## src/verilog/scsiDmaPkg.sv

```systemverilog
`default_nettype none

package scsiDmaPkg;

    typedef logic [7:0]  byteT;     // One chip data byte
    typedef logic [31:0] longT;     // One FIFO longword
    typedef logic [1:0]  bytePtrT;  // Lane index, 0 is bits 31..24

    // Chip pins, all active high here
    typedef struct packed {
        logic cs;                   // Register select for CPU access
        logic re;                   // Read strobe
        logic we;                   // Write strobe
        logic dack;                 // DMA acknowledge
    } chipStrobeT;

    // Sequencer to datapath controls
    typedef struct packed {
        logic s2f;                  // Chip byte into packer
        logic f2s;                  // FIFO lane byte out to chip
        logic cpu2s;                // CPU byte on write bus
        logic s2cpu;                // Latch chip read data for CPU
    } dmaCtlT;

    typedef enum logic [2:0] {
        Idle,
        CpuAccess,
        CpuDone,
        DmaStrobe,
        DmaRecover
    } seqStateT;

endpackage

`default_nettype wire

```

## src/verilog/chipBusPort.sv

```systemverilog
`default_nettype none

module chipBusPort
    import scsiDmaPkg::*;
(
    input  wire    CLK135,
    input  wire    AS_,
    input  dmaCtlT dmaCtl_i,
    input  byteT   cpuWrData_i,
    input  byteT   laneByte_i,      // From the lane selector
    input  byteT   scsiRdData_i,
    output byteT   scsiWrData_o,    // Chip write bus
    output byteT   cpuRdData_o      // Held until next CPU read
);

    always_ff @(posedge CLK135 or posedge AS_) begin
        if (AS_)
            cpuRdData_o <= '0;
        else if (dmaCtl_i.s2cpu)
            cpuRdData_o <= scsiRdData_i;  // End of the CPU read cycle
    end

    // CPU write takes the bus, DMA lane otherwise
    assign scsiWrData_o = dmaCtl_i.cpu2s ? cpuWrData_i : laneByte_i;

endmodule

`default_nettype wire

```

## src/verilog/laneAssembler.sv

```systemverilog
`default_nettype none

module laneAssembler
    import scsiDmaPkg::*;
(
    input  wire    CLK135,
    input  wire    AS_,
    input  dmaCtlT dmaCtl_i,
    input  byteT   scsiRdData_i,     // Valid while re is high
    input  longT   headLong_i,       // FIFO head
    output byteT   laneByte_o,       // Outgoing lane at the pointer
    output logic   boEq3_o,
    output longT   packedLong_o,
    output logic   packPush_o,
    output logic   packPop_o
);

    bytePtrT bytePtr;
    byteT    laneHold [3];           // Lanes 0..2 waiting for lane 3

    always_ff @(posedge CLK135 or posedge AS_) begin
        if (AS_)
            bytePtr <= '0;
        else if (dmaCtl_i.s2f || dmaCtl_i.f2s)
            bytePtr <= bytePtr + 1'b1;  // Wraps after lane 3
    end

    // Lane 3 never lands here, it goes straight into the push word
    always_ff @(posedge CLK135) begin
        if (dmaCtl_i.s2f && !boEq3_o)
            laneHold[bytePtr] <= scsiRdData_i;
    end

    assign boEq3_o      = (bytePtr == 2'd3);
    assign packedLong_o = {laneHold[0], laneHold[1], laneHold[2], scsiRdData_i};  // Big-endian
    assign packPush_o   = dmaCtl_i.s2f && boEq3_o;
    assign packPop_o    = dmaCtl_i.f2s && boEq3_o;   // Head done after its last lane

    always_comb begin
        case (bytePtr)
            2'd0:    laneByte_o = headLong_i[31:24];  // MSB first
            2'd1:    laneByte_o = headLong_i[23:16];
            2'd2:    laneByte_o = headLong_i[15:8];
            default: laneByte_o = headLong_i[7:0];
        endcase
    end

endmodule

`default_nettype wire

```

## src/verilog/longFifo.sv

```systemverilog
`default_nettype none

module longFifo
    import scsiDmaPkg::*;
#(
    parameter int FifoDepthLog2 = 3
) (
    input  wire  CLK135,
    input  wire  AS_,
    input  wire  packPush_i,           // Push from packer
    input  longT packedLong_i,
    input  wire  packPop_i,            // Pop by lane sender
    input  wire  memPush_i,            // Push from memory side
    input  longT memWrData_i,
    input  wire  memPop_i,             // Pop by memory side
    output longT headLong_o,           // Show-ahead head
    output logic full_o,
    output logic empty_o
);

    localparam int Depth = 1 << FifoDepthLog2;

    longT                   fifoMem [Depth];   // Longword storage
    logic [FifoDepthLog2:0] nextIn;            // Extra MSB is the wrap bit
    logic [FifoDepthLog2:0] nextOut;
    logic                   push;
    logic                   pop;
    longT                   wrData;

    assign push   = packPush_i || memPush_i;
    assign pop    = packPop_i || memPop_i;
    assign wrData = packPush_i ? packedLong_i : memWrData_i;  // Follows the pusher

    always_ff @(posedge CLK135 or posedge AS_) begin
        if (AS_) begin
            nextIn  <= '0;
            nextOut <= '0;
        end else begin
            if (push)
                nextIn <= nextIn + 1'b1;
            if (pop)
                nextOut <= nextOut + 1'b1;
        end
    end

    always_ff @(posedge CLK135) begin
        if (push)
            fifoMem[nextIn[FifoDepthLog2-1:0]] <= wrData;
    end

    assign headLong_o = fifoMem[nextOut[FifoDepthLog2-1:0]];
    assign empty_o    = (nextIn == nextOut);
    assign full_o     = (nextIn[FifoDepthLog2] != nextOut[FifoDepthLog2]) &&
                        (nextIn[FifoDepthLog2-1:0] == nextOut[FifoDepthLog2-1:0]);

    assert property (@(posedge CLK135) disable iff (AS_) !(push && full_o))
        else $error("longFifo: push while full");

    assert property (@(posedge CLK135) disable iff (AS_) !(pop && empty_o))
        else $error("longFifo: pop while empty");

    // Packer and memory own opposite directions
    assert property (@(posedge CLK135) disable iff (AS_) !(packPush_i && memPush_i))
        else $error("longFifo: packer and memory push together");

endmodule

`default_nettype wire

```

## src/verilog/scsiDmaTop.sv

```systemverilog
`default_nettype none

module scsiDmaTop
    import scsiDmaPkg::*;
#(
    parameter int FifoDepthLog2 = 3     // 8 longwords by default
) (
    input  wire        CLK135,
    input  wire        AS_,
    // Chip side
    input  wire        dreqN_i,
    input  byteT       scsiRdData_i,
    output chipStrobeT chip_o,
    output byteT       scsiWrData_o,
    // CPU side
    input  wire        cpuReq_i,
    input  wire        cpuRw_i,
    input  byteT       cpuWrData_i,
    output logic       cpuAck_o,
    output byteT       cpuRdData_o,
    // Memory side
    input  wire        memPush_i,
    input  longT       memWrData_i,
    input  wire        memPop_i,
    output longT       memRdData_o,
    output logic       fifoFull_o,
    output logic       fifoEmpty_o,
    input  wire        dmaDir_i         // Change only while idle
);

    dmaCtlT dmaCtl;
    logic   boEq3;
    logic   full;
    logic   empty;
    logic   packPush;
    logic   packPop;
    longT   packedLong;
    longT   headLong;
    byteT   laneByte;

    scsiSeqCtrl i_seq (
        .CLK135, .AS_, .dreqN_i, .cpuReq_i, .cpuRw_i, .dmaDir_i,
        .boEq3_i(boEq3), .fifoFull_i(full), .fifoEmpty_i(empty),
        .chip_o, .dmaCtl_o(dmaCtl), .cpuAck_o
    );

    longFifo #(.FifoDepthLog2(FifoDepthLog2)) i_fifo (
        .CLK135, .AS_,
        .packPush_i(packPush), .packedLong_i(packedLong), .packPop_i(packPop),
        .memPush_i, .memWrData_i, .memPop_i,
        .headLong_o(headLong), .full_o(full), .empty_o(empty)
    );

    laneAssembler i_lanes (
        .CLK135, .AS_, .dmaCtl_i(dmaCtl), .scsiRdData_i, .headLong_i(headLong),
        .laneByte_o(laneByte), .boEq3_o(boEq3), .packedLong_o(packedLong),
        .packPush_o(packPush), .packPop_o(packPop)
    );

    chipBusPort i_bus (
        .CLK135, .AS_, .dmaCtl_i(dmaCtl), .cpuWrData_i, .laneByte_i(laneByte),
        .scsiRdData_i, .scsiWrData_o, .cpuRdData_o
    );

    assign memRdData_o = headLong;   // Head is show-ahead
    assign fifoFull_o  = full;
    assign fifoEmpty_o = empty;

endmodule

`default_nettype wire

```

## src/verilog/scsiSeqCtrl.sv

```systemverilog
`default_nettype none

module scsiSeqCtrl
    import scsiDmaPkg::*;
(
    input  wire        CLK135,
    input  wire        AS_,          // Async reset, active high
    input  wire        dreqN_i,      // Chip DMA request, active low
    input  wire        cpuReq_i,     // CPU register access request
    input  wire        cpuRw_i,      // 1 = read
    input  wire        dmaDir_i,     // 0 = SCSI to FIFO, 1 = FIFO to SCSI
    input  wire        boEq3_i,      // Byte pointer on last lane
    input  wire        fifoFull_i,
    input  wire        fifoEmpty_i,
    output chipStrobeT chip_o,
    output dmaCtlT     dmaCtl_o,
    output logic       cpuAck_o
);

    logic     dreqNSync;             // Registered chip request
    logic     cpuReqSync;            // Registered CPU request
    logic     dmaGo;                 // DMA byte may go this cycle
    seqStateT state;
    seqStateT nextState;

    always_ff @(posedge CLK135 or posedge AS_) begin
        if (AS_) begin
            dreqNSync  <= 1'b1;      // Idle request level
            cpuReqSync <= 1'b0;
        end else begin
            dreqNSync  <= dreqN_i;
            cpuReqSync <= cpuReq_i;
        end
    end

    // Packing direction stalls only when a full longword has nowhere to go
    assign dmaGo = !dreqNSync &&
                   (dmaDir_i ? !fifoEmpty_i : !(boEq3_i && fifoFull_i));

    always_comb begin
        nextState = state;
        case (state)
            Idle, DmaRecover: begin  // Arbitration point, CPU first
                if (cpuReqSync)
                    nextState = CpuAccess;
                else if (dmaGo)
                    nextState = DmaStrobe;
                else
                    nextState = Idle;
            end
            CpuAccess:  nextState = CpuDone;
            CpuDone:    nextState = cpuReqSync ? CpuDone : Idle;  // Wait for req release
            DmaStrobe:  nextState = DmaRecover;
            default:    nextState = Idle;
        endcase
    end

    // Strobes decoded from next state so they line up with the state register
    always_ff @(posedge CLK135 or posedge AS_) begin
        if (AS_) begin
            state    <= Idle;
            chip_o   <= '0;
            dmaCtl_o <= '0;
            cpuAck_o <= 1'b0;
        end else begin
            state          <= nextState;
            chip_o.cs      <= (nextState == CpuAccess);
            chip_o.re      <= ((nextState == CpuAccess) && cpuRw_i) ||
                              ((nextState == DmaStrobe) && !dmaDir_i);
            chip_o.we      <= ((nextState == CpuAccess) && !cpuRw_i) ||
                              ((nextState == DmaStrobe) && dmaDir_i);
            chip_o.dack    <= (nextState == DmaStrobe);
            dmaCtl_o.s2f   <= (nextState == DmaStrobe) && !dmaDir_i;
            dmaCtl_o.f2s   <= (nextState == DmaStrobe) && dmaDir_i;
            dmaCtl_o.cpu2s <= (nextState == CpuAccess) && !cpuRw_i;
            dmaCtl_o.s2cpu <= (nextState == CpuAccess) && cpuRw_i;
            cpuAck_o       <= (state == CpuAccess) && (nextState == CpuDone);  // One pulse
        end
    end

    // Chip never sees both directions at once
    assert property (@(posedge CLK135) disable iff (AS_) !(chip_o.re && chip_o.we))
        else $error("scsiSeqCtrl: re and we high together");

    // DMA acknowledge only in strobe state, never during a CPU cycle
    assert property (@(posedge CLK135) disable iff (AS_)
                     chip_o.dack |-> (state == DmaStrobe) && !chip_o.cs)
        else $error("scsiSeqCtrl: dack outside DmaStrobe");

endmodule

`default_nettype wire
```

## config.mk

```make
export PLATFORM = sky130hd
export DESIGN_NAME = scsiDmaTop
export DESIGN_NICKNAME = d
export VERILOG_FILES = /design/src/verilog/scsiDmaPkg.sv /design/src/verilog/chipBusPort.sv /design/src/verilog/laneAssembler.sv /design/src/verilog/longFifo.sv /design/src/verilog/scsiDmaTop.sv /design/src/verilog/scsiSeqCtrl.sv
export SDC_FILE = /design/constraint.sdc
export NUM_CORES = 1
export LEC_CHECK = 0
export BUFFER_PORTS_ARGS = -buffer_cell sky130_fd_sc_hd__clkbuf_2
export CORE_MARGIN = 2
export CORE_UTILIZATION = 32
export DETAILED_ROUTE_END_ITERATION = 8
export SETUP_SLACK_MARGIN = 0.05
export SYNTH_ARGS = -nofsm -noshare
export SYNTH_HDL_FRONTEND = slang
export SYNTH_SLANG_ARGS = --single-unit
```

## constraint.sdc

```tcl
create_clock -name CLK135 -period 4.6 [get_ports CLK135]
set_input_delay 1.38 -clock CLK135 [delete_from_list [all_inputs] [get_ports CLK135]]
set_output_delay 1.38 -clock CLK135 [all_outputs]
set_load 0.01 [all_outputs]
```

Yosys cells after proc, flatten, opt, wreduce, memory -nomap -nowiden
Memories as Yosys holds them, arrays and structs flattened.
Cells that the tools add are included.
{"block": "word_totals", "register_bits": 32, "ram_bits": 280, "in_bits": 56, "out_inout_bits": 55, "mem_count": 2}
{"block": "classes", "add_sub_neg": 3, "eq_ne": 13, "muxes": 12, "n_reduce_logical": 25}
{"memory": "i_fifo.fifoMem", "depth": 8, "word_bits": 32, "rd": 1, "rd_clocked_by_memory_dff": 0, "wr": 1, "line_no": "longFifo.sv:23", "source": "longT fifoMem [Depth];"}
{"memory": "i_lanes.laneHold", "depth": 3, "word_bits": 8, "rd": 3, "rd_clocked_by_memory_dff": 0, "wr": 1, "line_no": "laneAssembler.sv:19", "source": "byteT laneHold [3];"}
{"cell": "32-bit two-way mux", "count": 1}
{"cell": "8-bit case mux with 3 select lines", "count": 1}
{"cell": "3-bit by 2-bit equality test with 1-bit output, second input constant", "count": 4}
{"cell": "3-bit case mux with 4 select lines", "count": 1}
{"cell": "1-bit logical AND", "count": 11}
{"cell": "4-bit by 1-bit adder with 4-bit output, second input constant", "count": 2}
{"cell": "8-bit two-way mux", "count": 1}
{"cell": "3-bit by 1-bit equality test with 1-bit output, second input constant", "count": 2}
{"cell": "1-bit logical NOT", "count": 6}
{"cell": "1-bit logical OR", "count": 5}
{"cell": "1-bit two-way mux", "count": 5}
{"cell": "2-bit equality test, second input constant", "count": 2}
{"cell": "4-bit equality test", "count": 1}
{"cell": "2-bit two-way mux", "count": 2}
{"cell": "3-bit equality test", "count": 1}
{"cell": "3-bit equality test, second input constant", "count": 1}
{"cell": "3-bit logical NOT", "count": 1}
{"cell": "3-bit two-way mux", "count": 1}
{"cell": "2-bit by 1-bit adder with 2-bit output, second input constant", "count": 1}
{"cell": "2-bit by 1-bit equality test with 1-bit output, second input constant", "count": 1}
{"cell": "2-bit logical NOT", "count": 1}
{"cell": "2-bit OR reduction", "count": 1}
{"cell": "1-bit != test", "count": 1}

Depth between registers and ports, before layout
Gate-level depths: netlist of the first run.
{"block": "depth", "ltp_word": 12, "mapped_depth": 7}

Hierarchy
A second synthesis of the first run with hierarchy kept.
{"block": "hier_totals", "cells_unflattened": 599, "hier_area_um2": 12842.3}
{"mod": "longFifo", "n_inst": 1, "cells_per_inst": 453, "area_each_um2": 10662.7, "seq_area_each_um2": 7887.6}
{"mod": "laneAssembler", "n_inst": 1, "cells_per_inst": 78, "area_each_um2": 1177.4, "seq_area_each_um2": 770.7}
{"mod": "scsiSeqCtrl", "n_inst": 1, "cells_per_inst": 41, "area_each_um2": 535.5, "seq_area_each_um2": 351.6}
{"mod": "chipBusPort", "n_inst": 1, "cells_per_inst": 27, "area_each_um2": 466.7, "seq_area_each_um2": 200.2}

Least setup slack after synthesis of the first run
Ideal clock, no wire load.
{"block": "synth_path", "path_kind": "in2reg", "startpoint": "input port memPush_i", "endpoint": "memory i_fifo.fifoMem[0][0] in the netlist's numbering (enable)", "arrival_ns": 3.900, "t_required_ns": 4.139, "setup_slack_ns": 0.239, "cell_stages": 3, "path_buffers": 0, "path_cell_list": "nor2_1 or2_1 nor3_1"}
{"block": "synth_via", "elab_chain_len": 3}
{"item": "from (decl)", "line_no": "scsiDmaTop.sv:22", "source": "input wire memPush_i,"}
{"item": "1-bit logical OR", "line_no": "longFifo.sv:30", "source": "assign push = packPush_i || memPush_i;"}
{"item": "1-bit two-way mux", "line_no": "longFifo.sv:47", "source": "if (push)"}
{"item": "1-bit two-way mux (not written as such)", "line_no": "longFifo.sv:48", "source": "fifoMem[nextIn[FifoDepthLog2-1:0]] <= wrData;"}
{"item": "to (decl)", "line_no": "longFifo.sv:23"}
Every way passes these cells.

Worst setup path after layout of the first run
{"block": "layout_path", "startpoint": "register i_fifo.nextOut[0]", "endpoint": "output port scsiWrData_o[5]"}
{"block": "layout_via", "elab_chain_len": 3}
{"item": "from (decl)", "line_no": "longFifo.sv:25", "source": "logic [FifoDepthLog2:0] nextOut;"}
{"item": "from (signal assigned)", "line_no": "longFifo.sv:42", "source": "nextOut <= nextOut + 1'b1;"}
{"item": "memory read 8 x 32 bit"}
{"item": "8-bit case mux with 3 select lines", "line_no": "laneAssembler.sv:40", "source": "case (bytePtr)"}
{"item": "8-bit two-way mux", "line_no": "chipBusPort.sv:24", "source": "assign scsiWrData_o = dmaCtl_i.cpu2s ? cpuWrData_i : laneByte_i;"}
{"item": "to (decl)", "line_no": "scsiDmaTop.sv:14", "source": "output byteT scsiWrData_o,"}
Every way passes these cells.

==> impl_metrics.yaml, run 1 <==
clock_network:
  cts_htree_levels: 2
  clkSlewWorstSetupHoldPaths_ns: 0.06
  cts_tree: "built"
  cts_root_buf: "clkbuf_16"
  cts_sinks: 312
  cts_buffers: 34
  worstSkewPairLatency_ns: 0.52
  cts_buffer_depth: 3
  cts_resized: 0
synthesis:
  synth_fa_ha_area_share_pct: 0.697
  yosys_warnings: 0
  synth-main-ff-cell: "edfxtp_1"
  ys_ff_latch: 312
  syn-instance-count: 679
  synth_top_area_share_pct: 67.0
  synth_edf_count: 280
  yosys.area.top_type: "edfxtp_1"
  synth_top_family_by_area: "multiplexers"
  synth_area_um2: 12600
  syn-num-nets: 742
  synth_mux_area_share_pct: 16.0
  yosys-top-cells-area: "edfxtp_1 67%, dfrtp_1 6.2%, mux2i_1 5.5%"
  async_flop_share_pct: 10.3
  synthSimpleGateAreaFrac_pct: 3.08
  seq_area_frac_synth_pct: 73.3
  ys_types: 43
  synth_compound_area_share_pct: 4.25
  synthXorXnorAreaFrac_pct: 0.767
  avgSynthCellArea_um2: 18.5
pwr:
  power_frac_seq_pct: 39.0
  power_frac_comb_pct: 35.0
  vdd_ir_drop_max_mv: 0.396
  p_leak_uw: 0.00528
  p_int_uw: 6460
  pwr-share-clk_pct: 26.0
  netSwitchingFraction_pct: 34.0
  power.density_nw_per_um2: 657
  power_switching_uw: 3330
drt:
  drc: 0
  antenna_left: 0
  drtPass1Iterations: 5
  drt_iter0_drc: 517
  vias: 6719
  avgViaCountPerCell: 4.95
  wl_per_cell_um: 23.6
  wl_um: 32100
grt:
  grt_usage_pct: 15.7
  grt_pass1_wl_um: 46400
  met3_usage_pct: 2.56
  grt_pass1_vias: 6848
  grt.busiest_layer: "met2"
  grt_max_degree: 46
  antenna_found_initial: 3
  globalRouteOverflowTotal: 0
  use_met1_pct: 21.0
  grt_util_met2_pct: 26.2
final_layout:
  nets: 878
  fill_cells: 3519
  antenna_cells: 0
  drive_gt1_share_pct: 33.3
  synthToLayoutAreaGrowth_pct: 18.6
setup_path:
  rr_endpoint: "i_fifo.fifoMem[7][0]"
  critPathMaxFanout: 16
  critPathArrivalTime_ns: 2.94
  startpoint_type: "flip-flop"
  max_stage_delay_ns: 0.65
  cpMaxStageDelayCell: "dfrtp_4"
  critPathBufInv: 2
  timing.rr.start: "i_lanes.bytePtr[0]"
  criticalPathCategory: "reg -> out"
  reg2reg_depth: 5
  reg2reg_slack_ns: 1.25
  critical-path-top-delay-family: "multiplexers"
  required_ns: 3.22
  crit_path_end_kind: "output port"
  crit_chain: "buf_12, mux4_2, mux2_2, a22oi_1, a221oi_1, clkbuf_2"
sta:
  tns_ns: 0
  rsz0062_at_grt: "no"
  worst_pin_slew_ns: 1.05
  max_clock_freq_ghz: 0.232
  finClkSkew_ns: 0.0204
  worst_hold_slack_ns: 0.469
  post-route-period-util_pct: 93.9
  finalHoldViolCount: 0
  final_max_slew_viol_count: 0
  layout_min_cycle_time_ns: 4.32
  slew_headroom_pct: 29.9
  finalSetupViolCount: 0
worst_hold_path:
  hold_path_depth: 1
  hp-start: "i_seq.state[2]"
  min_to: "i_seq.cpuAck_o"
  worstHoldPathType: "reg -> reg"
floorplanning:
  io_pins: 111
  dieArea_um2: 40800
  coreArea_um2: 38600
  dieWidth_um: 202
  die_y_um: 202
  initial_utilization_pct: 32.5
  rows: 72
run_status:
  status: "finished, final reports clean"
run:
  max_cap_violations: 0
placed_design:
  place_congestion: 0.760
  io_buffers: 110
  dp_hpwl_um: 20400
[logic make-up after synthesis]
family          count (synthesis)
mux                           156
simple gates                   71
xor+xnor                       11
buf+inv                        47
fa+ha+maj                       7
compound gates                 75
flops                         312
[worst reg2reg max path: cells and delay by family (launching register included)]
kind	cells	cell delay, ns
DFF	1	0.43
and+or+nand+nor	2	1.57
AOI/OAI and AO/OA	1	0.39
adders and majority gates	1	0.32
buffers and inverters	1	0.34
[final cells by class]
cell class	count	area, um^2	area share (%)
clock buffer	47	940	6.31
timing repair buffer	135	776	5.21
clock inverter	13	103	0.689
sequential	312	9210	61.9
inverter	12	45.0	0.302
tap	518	648	4.35
multi-input combinational	320	3170	21.3
[stage by stage]
stage / cell area [um^2] / util (%) / std cells / power, uW / setup slack, ns
2_1_floorplan: 12600 / - / 679 / 5930 / 0.239
3_3_place_gp: 13800 / 35.8 / 1296 / 7300 / 0.705
3_5_place_dp: 13800 / 35.8 / 1296 / 7320 / 0.689
4_1_cts: 14900 / 38.5 / 1356 / 9880 / 0.138
5_1_grt: 14900 / 38.5 / 1357 / 10300 / 0.168
6_report: 14900 / 38.5 / 1357 / 9790 / 0.282
[power by group through the flow]
stage | clock network, uW | logic, uW | registers, uW
after detailed placement | 0 | 3420 | 3910
after CTS | 2590 | 3430 | 3850
after global placement | 0 | 3410 | 3890
after global routing | 2700 | 3690 | 3870
after floorplan | 0 | 2140 | 3790
final | 2550 | 3430 | 3810
[registers in the layout, indices dropped and copies added (netlist names), 2 cells and up]
register and count:
i_seq.dmaCtl_o 4, i_bus.cpuRdData_o 8, i_fifo.nextOut 4, i_seq.state 3, i_lanes.bytePtr 2, i_fifo.nextIn 4, i_seq.chip_o 4, i_fifo.fifoMem 256
i_lanes.laneHold 24
[Yosys cell counts, types with 7 or more instances]
master,count
edfxtp_1,280
a221oi_1,7
clkbuf_1,10
ha_1,7
inv_1,12
and2_1,21
a21oi_1,11
nor2_1,12
mux2_2,57
a22oi_1,39
dfrtp_1,31
xnor2_1,9
mux4_2,30
a31oi_1,8
mux2i_1,69
nor2b_1,7
nand2_1,11
buf_2,10
[timing repair]
item	CTS	global route
setup endpoints to repair	0	3
endpoints found under the hold margin	0	0
hold buffers	0	0
setup buffers	0	1
[cells in the final DEF, fill, tap and decap left out, drive strengths merged, types with 2 or more instances in the layout]
master	n
edfxtp	280
clkbuf	157
mux2i	69
mux2	57
a22oi	39
dfrtp	31
mux4	30
buf	25
and2	21
inv	14
nor2	13
a21oi	11
nand2	11
xnor2	9
clkinv	9
a31oi	8
nor2b	7
a221oi	7
ha	7
nand2b	4
and3	3
or2	3
o21ai	3
nor3	3
nand3	2
xor2	2
[routing by layer]
layer	part of all wire, %	up-vias
met4	2.9	0
met5	0	-
li1	-	2977
met3	5.6	50
met2	49	223
met1	43	3469
[worst max path at each step]
stage	from	end	slack [ns]	cells past startpoint
floorplan	memPush_i	i_fifo.fifoMem[0][0]	0.24	3
global placement	i_fifo.nextOut[0]	scsiWrData_o[7]	0.70	5
detailed placement	i_fifo.nextOut[0]	scsiWrData_o[7]	0.69	5
CTS	i_fifo.nextOut[0]	scsiWrData_o[7]	0.14	5
global route	i_fifo.nextOut[0]	scsiWrData_o[5]	0.17	6
finish	i_fifo.nextOut[0]	scsiWrData_o[5]	0.28	6
Note: power is estimated with default switching activity, not from simulation.
==> inputs of run 2 (changes only) <==
--- a/config.mk
+++ b/config.mk
@@ -8,8 +8,10 @@
 export BUFFER_PORTS_ARGS = -buffer_cell sky130_fd_sc_hd__clkbuf_2
 export CORE_MARGIN = 2
 export CORE_UTILIZATION = 32
+export CTS_CLUSTER_SIZE = 28
 export DETAILED_ROUTE_END_ITERATION = 8
 export SETUP_SLACK_MARGIN = 0.05
 export SYNTH_ARGS = -nofsm -noshare
 export SYNTH_HDL_FRONTEND = slang
+export SYNTH_HIERARCHICAL = 1
 export SYNTH_SLANG_ARGS = --single-unit
==> constraint.sdc (replaced) <==
create_clock -name CLK135 -period 4.15 [get_ports CLK135]
set_input_delay 1.245 -clock CLK135 [delete_from_list [all_inputs] [get_ports CLK135]]
set_output_delay 1.245 -clock CLK135 [all_outputs]
set_load 0.01 [all_outputs]
==> impl_metrics.yaml, run 2 <==
final_layout:
  layout_common_cells: "280 x edfxtp_1, 107 x clkbuf_2, 52 x mux4_2"
  final_common_cell: "edfxtp_1"
  antenna_cells: 0
  fill_cells: 3667
  largest_reg_flops: 256
  nets: 807
  drive_gt1_share_pct: 44.8
  synthToLayoutAreaGrowth_pct: 18.5
  fin_util_pct: 38.4
sta:
  post-route-period-util_pct: 106
  final_max_slew_viol_count: 0
  layout_min_cycle_time_ns: 4.40
  slew_headroom_pct: 38.1
  finalSetupViolCount: 8
  rsz0062_at_grt: "yes"
  finClkSkew_ns: 0.0104
  finalHoldViolCount: 0
  tns_ns: -1.61
  worst_pin_slew_ns: 0.929
  max_clock_freq_ghz: 0.227
  setup_slack_ns: -0.252
drt:
  vias: 6252
  drt_iter0_drc: 641
  drc: 0
  wl_per_cell_um: 24.2
  wl_um: 31300
  drtPass1Iterations: 5
  avgViaCountPerCell: 4.84
  antenna_left: 0
synthesis:
  synth-main-ff-cell: "edfxtp_1"
  synth_area_um2: 12800
  yosys-top-cells-area: "edfxtp_1 65%, mux4_2 7.9%, dfrtp_1 6.0%"
  yosysMostFrequentCell: "edfxtp_1"
  ys_types: 44
  seq_area_frac_synth_pct: 71.7
  avgSynthCellArea_um2: 21.4
  synth_edf_count: 280
  yosys.area.top_type: "edfxtp_1"
  synth_common_cells: "280 x edfxtp_1, 45 x mux4_2, 43 x mux2_4, 38 x mux2_2, 31 x dfrtp_1"
  syn-num-nets: 661
  ys_ff_latch: 312
  yosys_warnings: 6
  synth_top_area_share_pct: 65.5
  async_flop_share_pct: 10.3
  syn-instance-count: 599
clock_network:
  cts_buffers: 31
  cts_buffer_depth: 3
  clkSlewWorstSetupHoldPaths_ns: 0.06
  cts_root_buf: "clkbuf_16"
  cts_tree: "built"
  worstSkewPairLatency_ns: 0.58
  cts_sinks: 312
  cts_htree_levels: 1
setup_path:
  timing.rr.start: "i_lanes/bytePtr[0]"
  critPathArrivalTime_ns: 3.16
  required_ns: 2.90
  reg2reg_depth: 5
  crit_path_end_kind: "output port"
  startpoint_type: "flip-flop"
  critPathLaunch: "i_fifo/nextOut[0]"
  critPathMaxFanout: 7
  criticalPathCategory: "reg -> out"
worst_hold_path:
  hp-start: "i_seq/state[2]"
  hold_path_depth: 1
  worstHoldPathType: "reg -> reg"
floorplanning:
  dieWidth_um: 204
  initial_utilization_pct: 32.4
  io_pins: 111
  rows: 73
  die_y_um: 204
  dieArea_um2: 41800
  coreArea_um2: 39600
placed_design:
  dp_hpwl_um: 19400
  io_buffers: 110
  pre_cts_ws_ns: 0.111
  place_congestion: 0.717
pwr:
  power.density_nw_per_um2: 741
  vdd_ir_drop_max_mv: 0.481
  p_leak_uw: 0.00542
grt:
  globalRouteOverflowTotal: 0
  grt_max_degree: 52
  grt_pass1_vias: 6489
  grt_usage_pct: 15.0
  antenna_found_initial: 0
  grt_pass1_wl_um: 45200
run_status:
  violations: "negative setup slack"
  status: "finished with violations"
run:
  max_cap_violations: 0
-- run 2: cell count changes after synthesis, sizes merged, moves of 5 or more --
cell | before | now
mux2 | 57 | 84
a222oi | 0 | 8
a21oi | 11 | 3
a31oi | 8 | 0
mux4 | 30 | 64
buf | 25 | 31
inv | 12 | 17
a22oi | 39 | 0
mux2i | 69 | 8
nand2 | 11 | 2
nor2b | 7 | 2
and2 | 21 | 6
a221oi | 7 | 0
-- run 2: cell type report --
type,instances,area [um^2],share of cell area (%)
inverters,17,63.8,0.419
repair buffers,153,1070,7.04
clock buffers,36,795,5.22
well taps,525,657,4.31
flip-flops and latches,312,9220,60.5
multi-input cells,230,3290,21.6
clock inverters,20,126,0.830
-- run 2: worst paths after layout --
| path | to | slack (ns) |
|---|---|---|
| worst max-delay path | scsiWrData_o[7] | -0.25 |
| worst min-delay path | i_seq/cpuAck_o | 0.47 |
| worst max register to register | i_fifo/fifoMem[0][28] | 1.15 |
| worst min register to register | i_seq/cpuAck_o | 0.47 |
| max in group asynchronous | i_seq/dreqNSync | 3.03 |
| min in group asynchronous | i_lanes/bytePtr[1] | 0.56 |
-- run 2: power by group --
group | internal (uW) | switching [uW] | total, uW
Sequential | 3990 | 269 | 4260
Combinational | 2230 | 2210 | 4440
Clock | 1420 | 1160 | 2580
Total | 7640 | 3640 | 11300
-- run 2: kinds of logic after synthesis --
group / share of synthesized area [%]
compound gates: 1.27
xor+xnor: 0.750
mux: 21.0
simple gates: 1.72
flops: 71.7
buf+inv: 2.93
fa+ha+maj: 0.585
-- run 2: metrics by stage --
step	area [um^2]	instances	power, uW	hold slack (ns)
2_1_floorplan	12800	599	6900	0.423
3_3_place_gp	14000	1217	8380	0.454
3_5_place_dp	14000	1217	8430	0.453
4_1_cts	15200	1293	11400	0.473
5_1_grt	15200	1293	11800	0.493
6_report	15200	1293	11300	0.466
-- run 2: worst max-delay path, cell delays in order (launching register included) --
cell      delay [ns]
dfrtp_4         0.47
buf_12          0.16
buf_16          0.14
mux4_2          0.49
mux2_4          0.29
a222oi_1        0.34
mux2i_1         0.22
mux2_4          0.35
buf_6           0.12
-- run 2: layer usage --
layer | vias to the layer above | share of wire [%] | global-route usage [%]
li1 | 2718 | - | -
met1 | 3309 | 44 | 20.7
met2 | 184 | 48 | 24.6
met3 | 41 | 6.1 | 2.85
met4 | 0 | 1.8 | 3.67
met5 | - | 0 | 0
-- run 2: what timing repair did --
item                       4_1_cts  5_1_grt
pin swaps                        8        5
setup endpoints to repair        8        9
resized for setup               17        9
gates cloned                     3        0
hold buffers                     0        0
setup buffers                   17        1
==> inputs of run 3 (changes only) <==
--- a/config.mk
+++ b/config.mk
@@ -13,5 +13,4 @@
 export SETUP_SLACK_MARGIN = 0.05
 export SYNTH_ARGS = -nofsm -noshare
 export SYNTH_HDL_FRONTEND = slang
-export SYNTH_HIERARCHICAL = 1
 export SYNTH_SLANG_ARGS = --single-unit
==> impl_metrics.yaml, run 3 (synthesized netlist as in run 1, its figures left out) <==
run_status:
  status: "finished, final reports clean"
final_layout:
  drive_gt1_share_pct: 35.0
  largest_reg_flops: 256
  fin_util_pct: 39.0
  antenna_cells: 0
  synthToLayoutAreaGrowth_pct: 20.1
  fill_cells: 3533
  seq_area_um2: 9210
  nets: 877
  layout_common_cells: "280 x edfxtp_1, 110 x clkbuf_2, 69 x mux2i_1"
  multi_input_area_um2: 3220
  final_common_cell: "edfxtp_1"
pwr:
  finalPower_uw: 11200
  netSwitchingFraction_pct: 33.5
  vdd_ir_drop_max_mv: 0.366
  power_switching_uw: 3750
  power_frac_seq_pct: 37.6
  p_int_uw: 7430
  p_leak_uw: 0.00535
  power.density_nw_per_um2: 741
  power_frac_comb_pct: 35.0
  pwr-share-clk_pct: 27.4
sta:
  slew_headroom_pct: 34.7
  post-route-period-util_pct: 96.3
  layout_min_cycle_time_ns: 4.00
  worst_pin_slew_ns: 0.978
  max_clock_freq_ghz: 0.250
  setup_slack_ns: 0.152
  finClkSkew_ns: 0.0234
  final_max_slew_viol_count: 0
  rsz0062_at_grt: "no"
  finalSetupViolCount: 0
  tns_ns: 0
  finalHoldViolCount: 0
drt:
  drt_iter0_drc: 581
  avgViaCountPerCell: 4.99
  wl_um: 32100
  dr_wl_met3_um: 2140
  dr.max_layer_used: "met5"
  met1Wirelength_um: 13700
  dr_wl_met2_um: 15400
  wl_per_cell_um: 23.7
  antenna_left: 0
  drc: 0
  drtPass1Iterations: 5
  vias: 6778
floorplanning:
  rows: 72
  coreArea_um2: 38600
  dieWidth_um: 202
  die_y_um: 202
  io_pins: 111
  initial_utilization_pct: 32.5
  dieArea_um2: 40800
grt:
  grt_max_degree: 37
  globalRouteOverflowTotal: 0
  grt_pass1_vias: 6860
  antenna_found_initial: 3
  grt_usage_pct: 15.7
  grt_pass1_wl_um: 46400
setup_path:
  required_ns: 2.90
  critPathArrivalTime_ns: 2.75
  criticalPathCategory: "reg -> out"
  startpoint_type: "flip-flop"
  critPathMaxFanout: 32
  crit_path_end_kind: "output port"
clock_network:
  cts_buffers: 34
  cts_sinks: 312
  clkSlewWorstSetupHoldPaths_ns: 0.06
  cts_tree: "built"
  cts_root_buf: "clkbuf_16"
  cts_htree_levels: 2
  cts_buffer_depth: 3
  worstSkewPairLatency_ns: 0.51
run:
  max_cap_violations: 0
placed_design:
  pre_cts_ws_ns: 0.508
  io_buffers: 110
  place_congestion: 0.773
  dp_hpwl_um: 20400
worst_hold_path:
  worstHoldPathType: "reg -> reg"
==> run 3: layout make-up <==
class                           count  share of cell area, %
Tap cell                          518                   4.30
Multi-Input combinational cell    320                   21.4
Clock inverter                     19                   1.29
Sequential cell                   312                   61.1
Inverter                           12                  0.299
Timing Repair Buffer              134                   5.39
Clock buffer                       43                   6.29
==> run 3: layer usage <==
| metal | up-vias | GRT usage (%) |
|---|---|---|
| li1 | 2971 | - |
| met3 | 48 | 3.26 |
| met4 | 2 | 4.54 |
| met5 | - | 0 |
| met1 | 3508 | 20.8 |
| met2 | 249 | 26.1 |
==> run 3: worst max-delay path: stages, from the launching register on <==
cell      delay [ns]
dfrtp_1         0.44
buf_4           0.46
mux4_2          0.37
mux2_2          0.30
a22oi_2         0.33
a221oi_1        0.17
clkbuf_2        0.18
==> run 3: worst paths after layout <==
check	end	cells past startpoint	start	slack, ns
worst max-delay path	scsiWrData_o[5]	6	i_fifo.nextOut[2]	0.15
worst min-delay path	i_seq.cpuAck_o	1	i_seq.state[2]	0.47
worst max register to register	i_fifo.fifoMem[4][18]	6	i_lanes.bytePtr[0]	0.99
worst min register to register	i_seq.cpuAck_o	1	i_seq.state[2]	0.47
max in group asynchronous	i_seq.dreqNSync	3	AS_	2.43
min in group asynchronous	i_bus.cpuRdData_o[4]	2	AS_	0.95
==> run 3: what timing repair did <==
action,4_1_cts,5_1_grt
resized for setup,7,3
setup endpoints to repair,7,3
hold buffers,0,0
buffers inserted,2,0
==> run 3: power groups by stage <==
stage	combinational (uW)	sequential [uW]	clock, uW
final	3920	4200	3060
after global routing	4200	4250	3230
after CTS	3960	4200	3100
after detailed placement	3860	4280	0
after global placement	3860	4270	0
after floorplan	2370	4200	0
==> run 3: stage by stage <==
stage / hold slack (ns) / cell area [um^2] / std cells
global placement: 0.460 / 13900 / 1294
CTS: 0.470 / 15100 / 1358
floorplan: 0.431 / 12600 / 679
global route: 0.490 / 15100 / 1358
finish: 0.470 / 15100 / 1358
detailed placement: 0.452 / 13900 / 1294
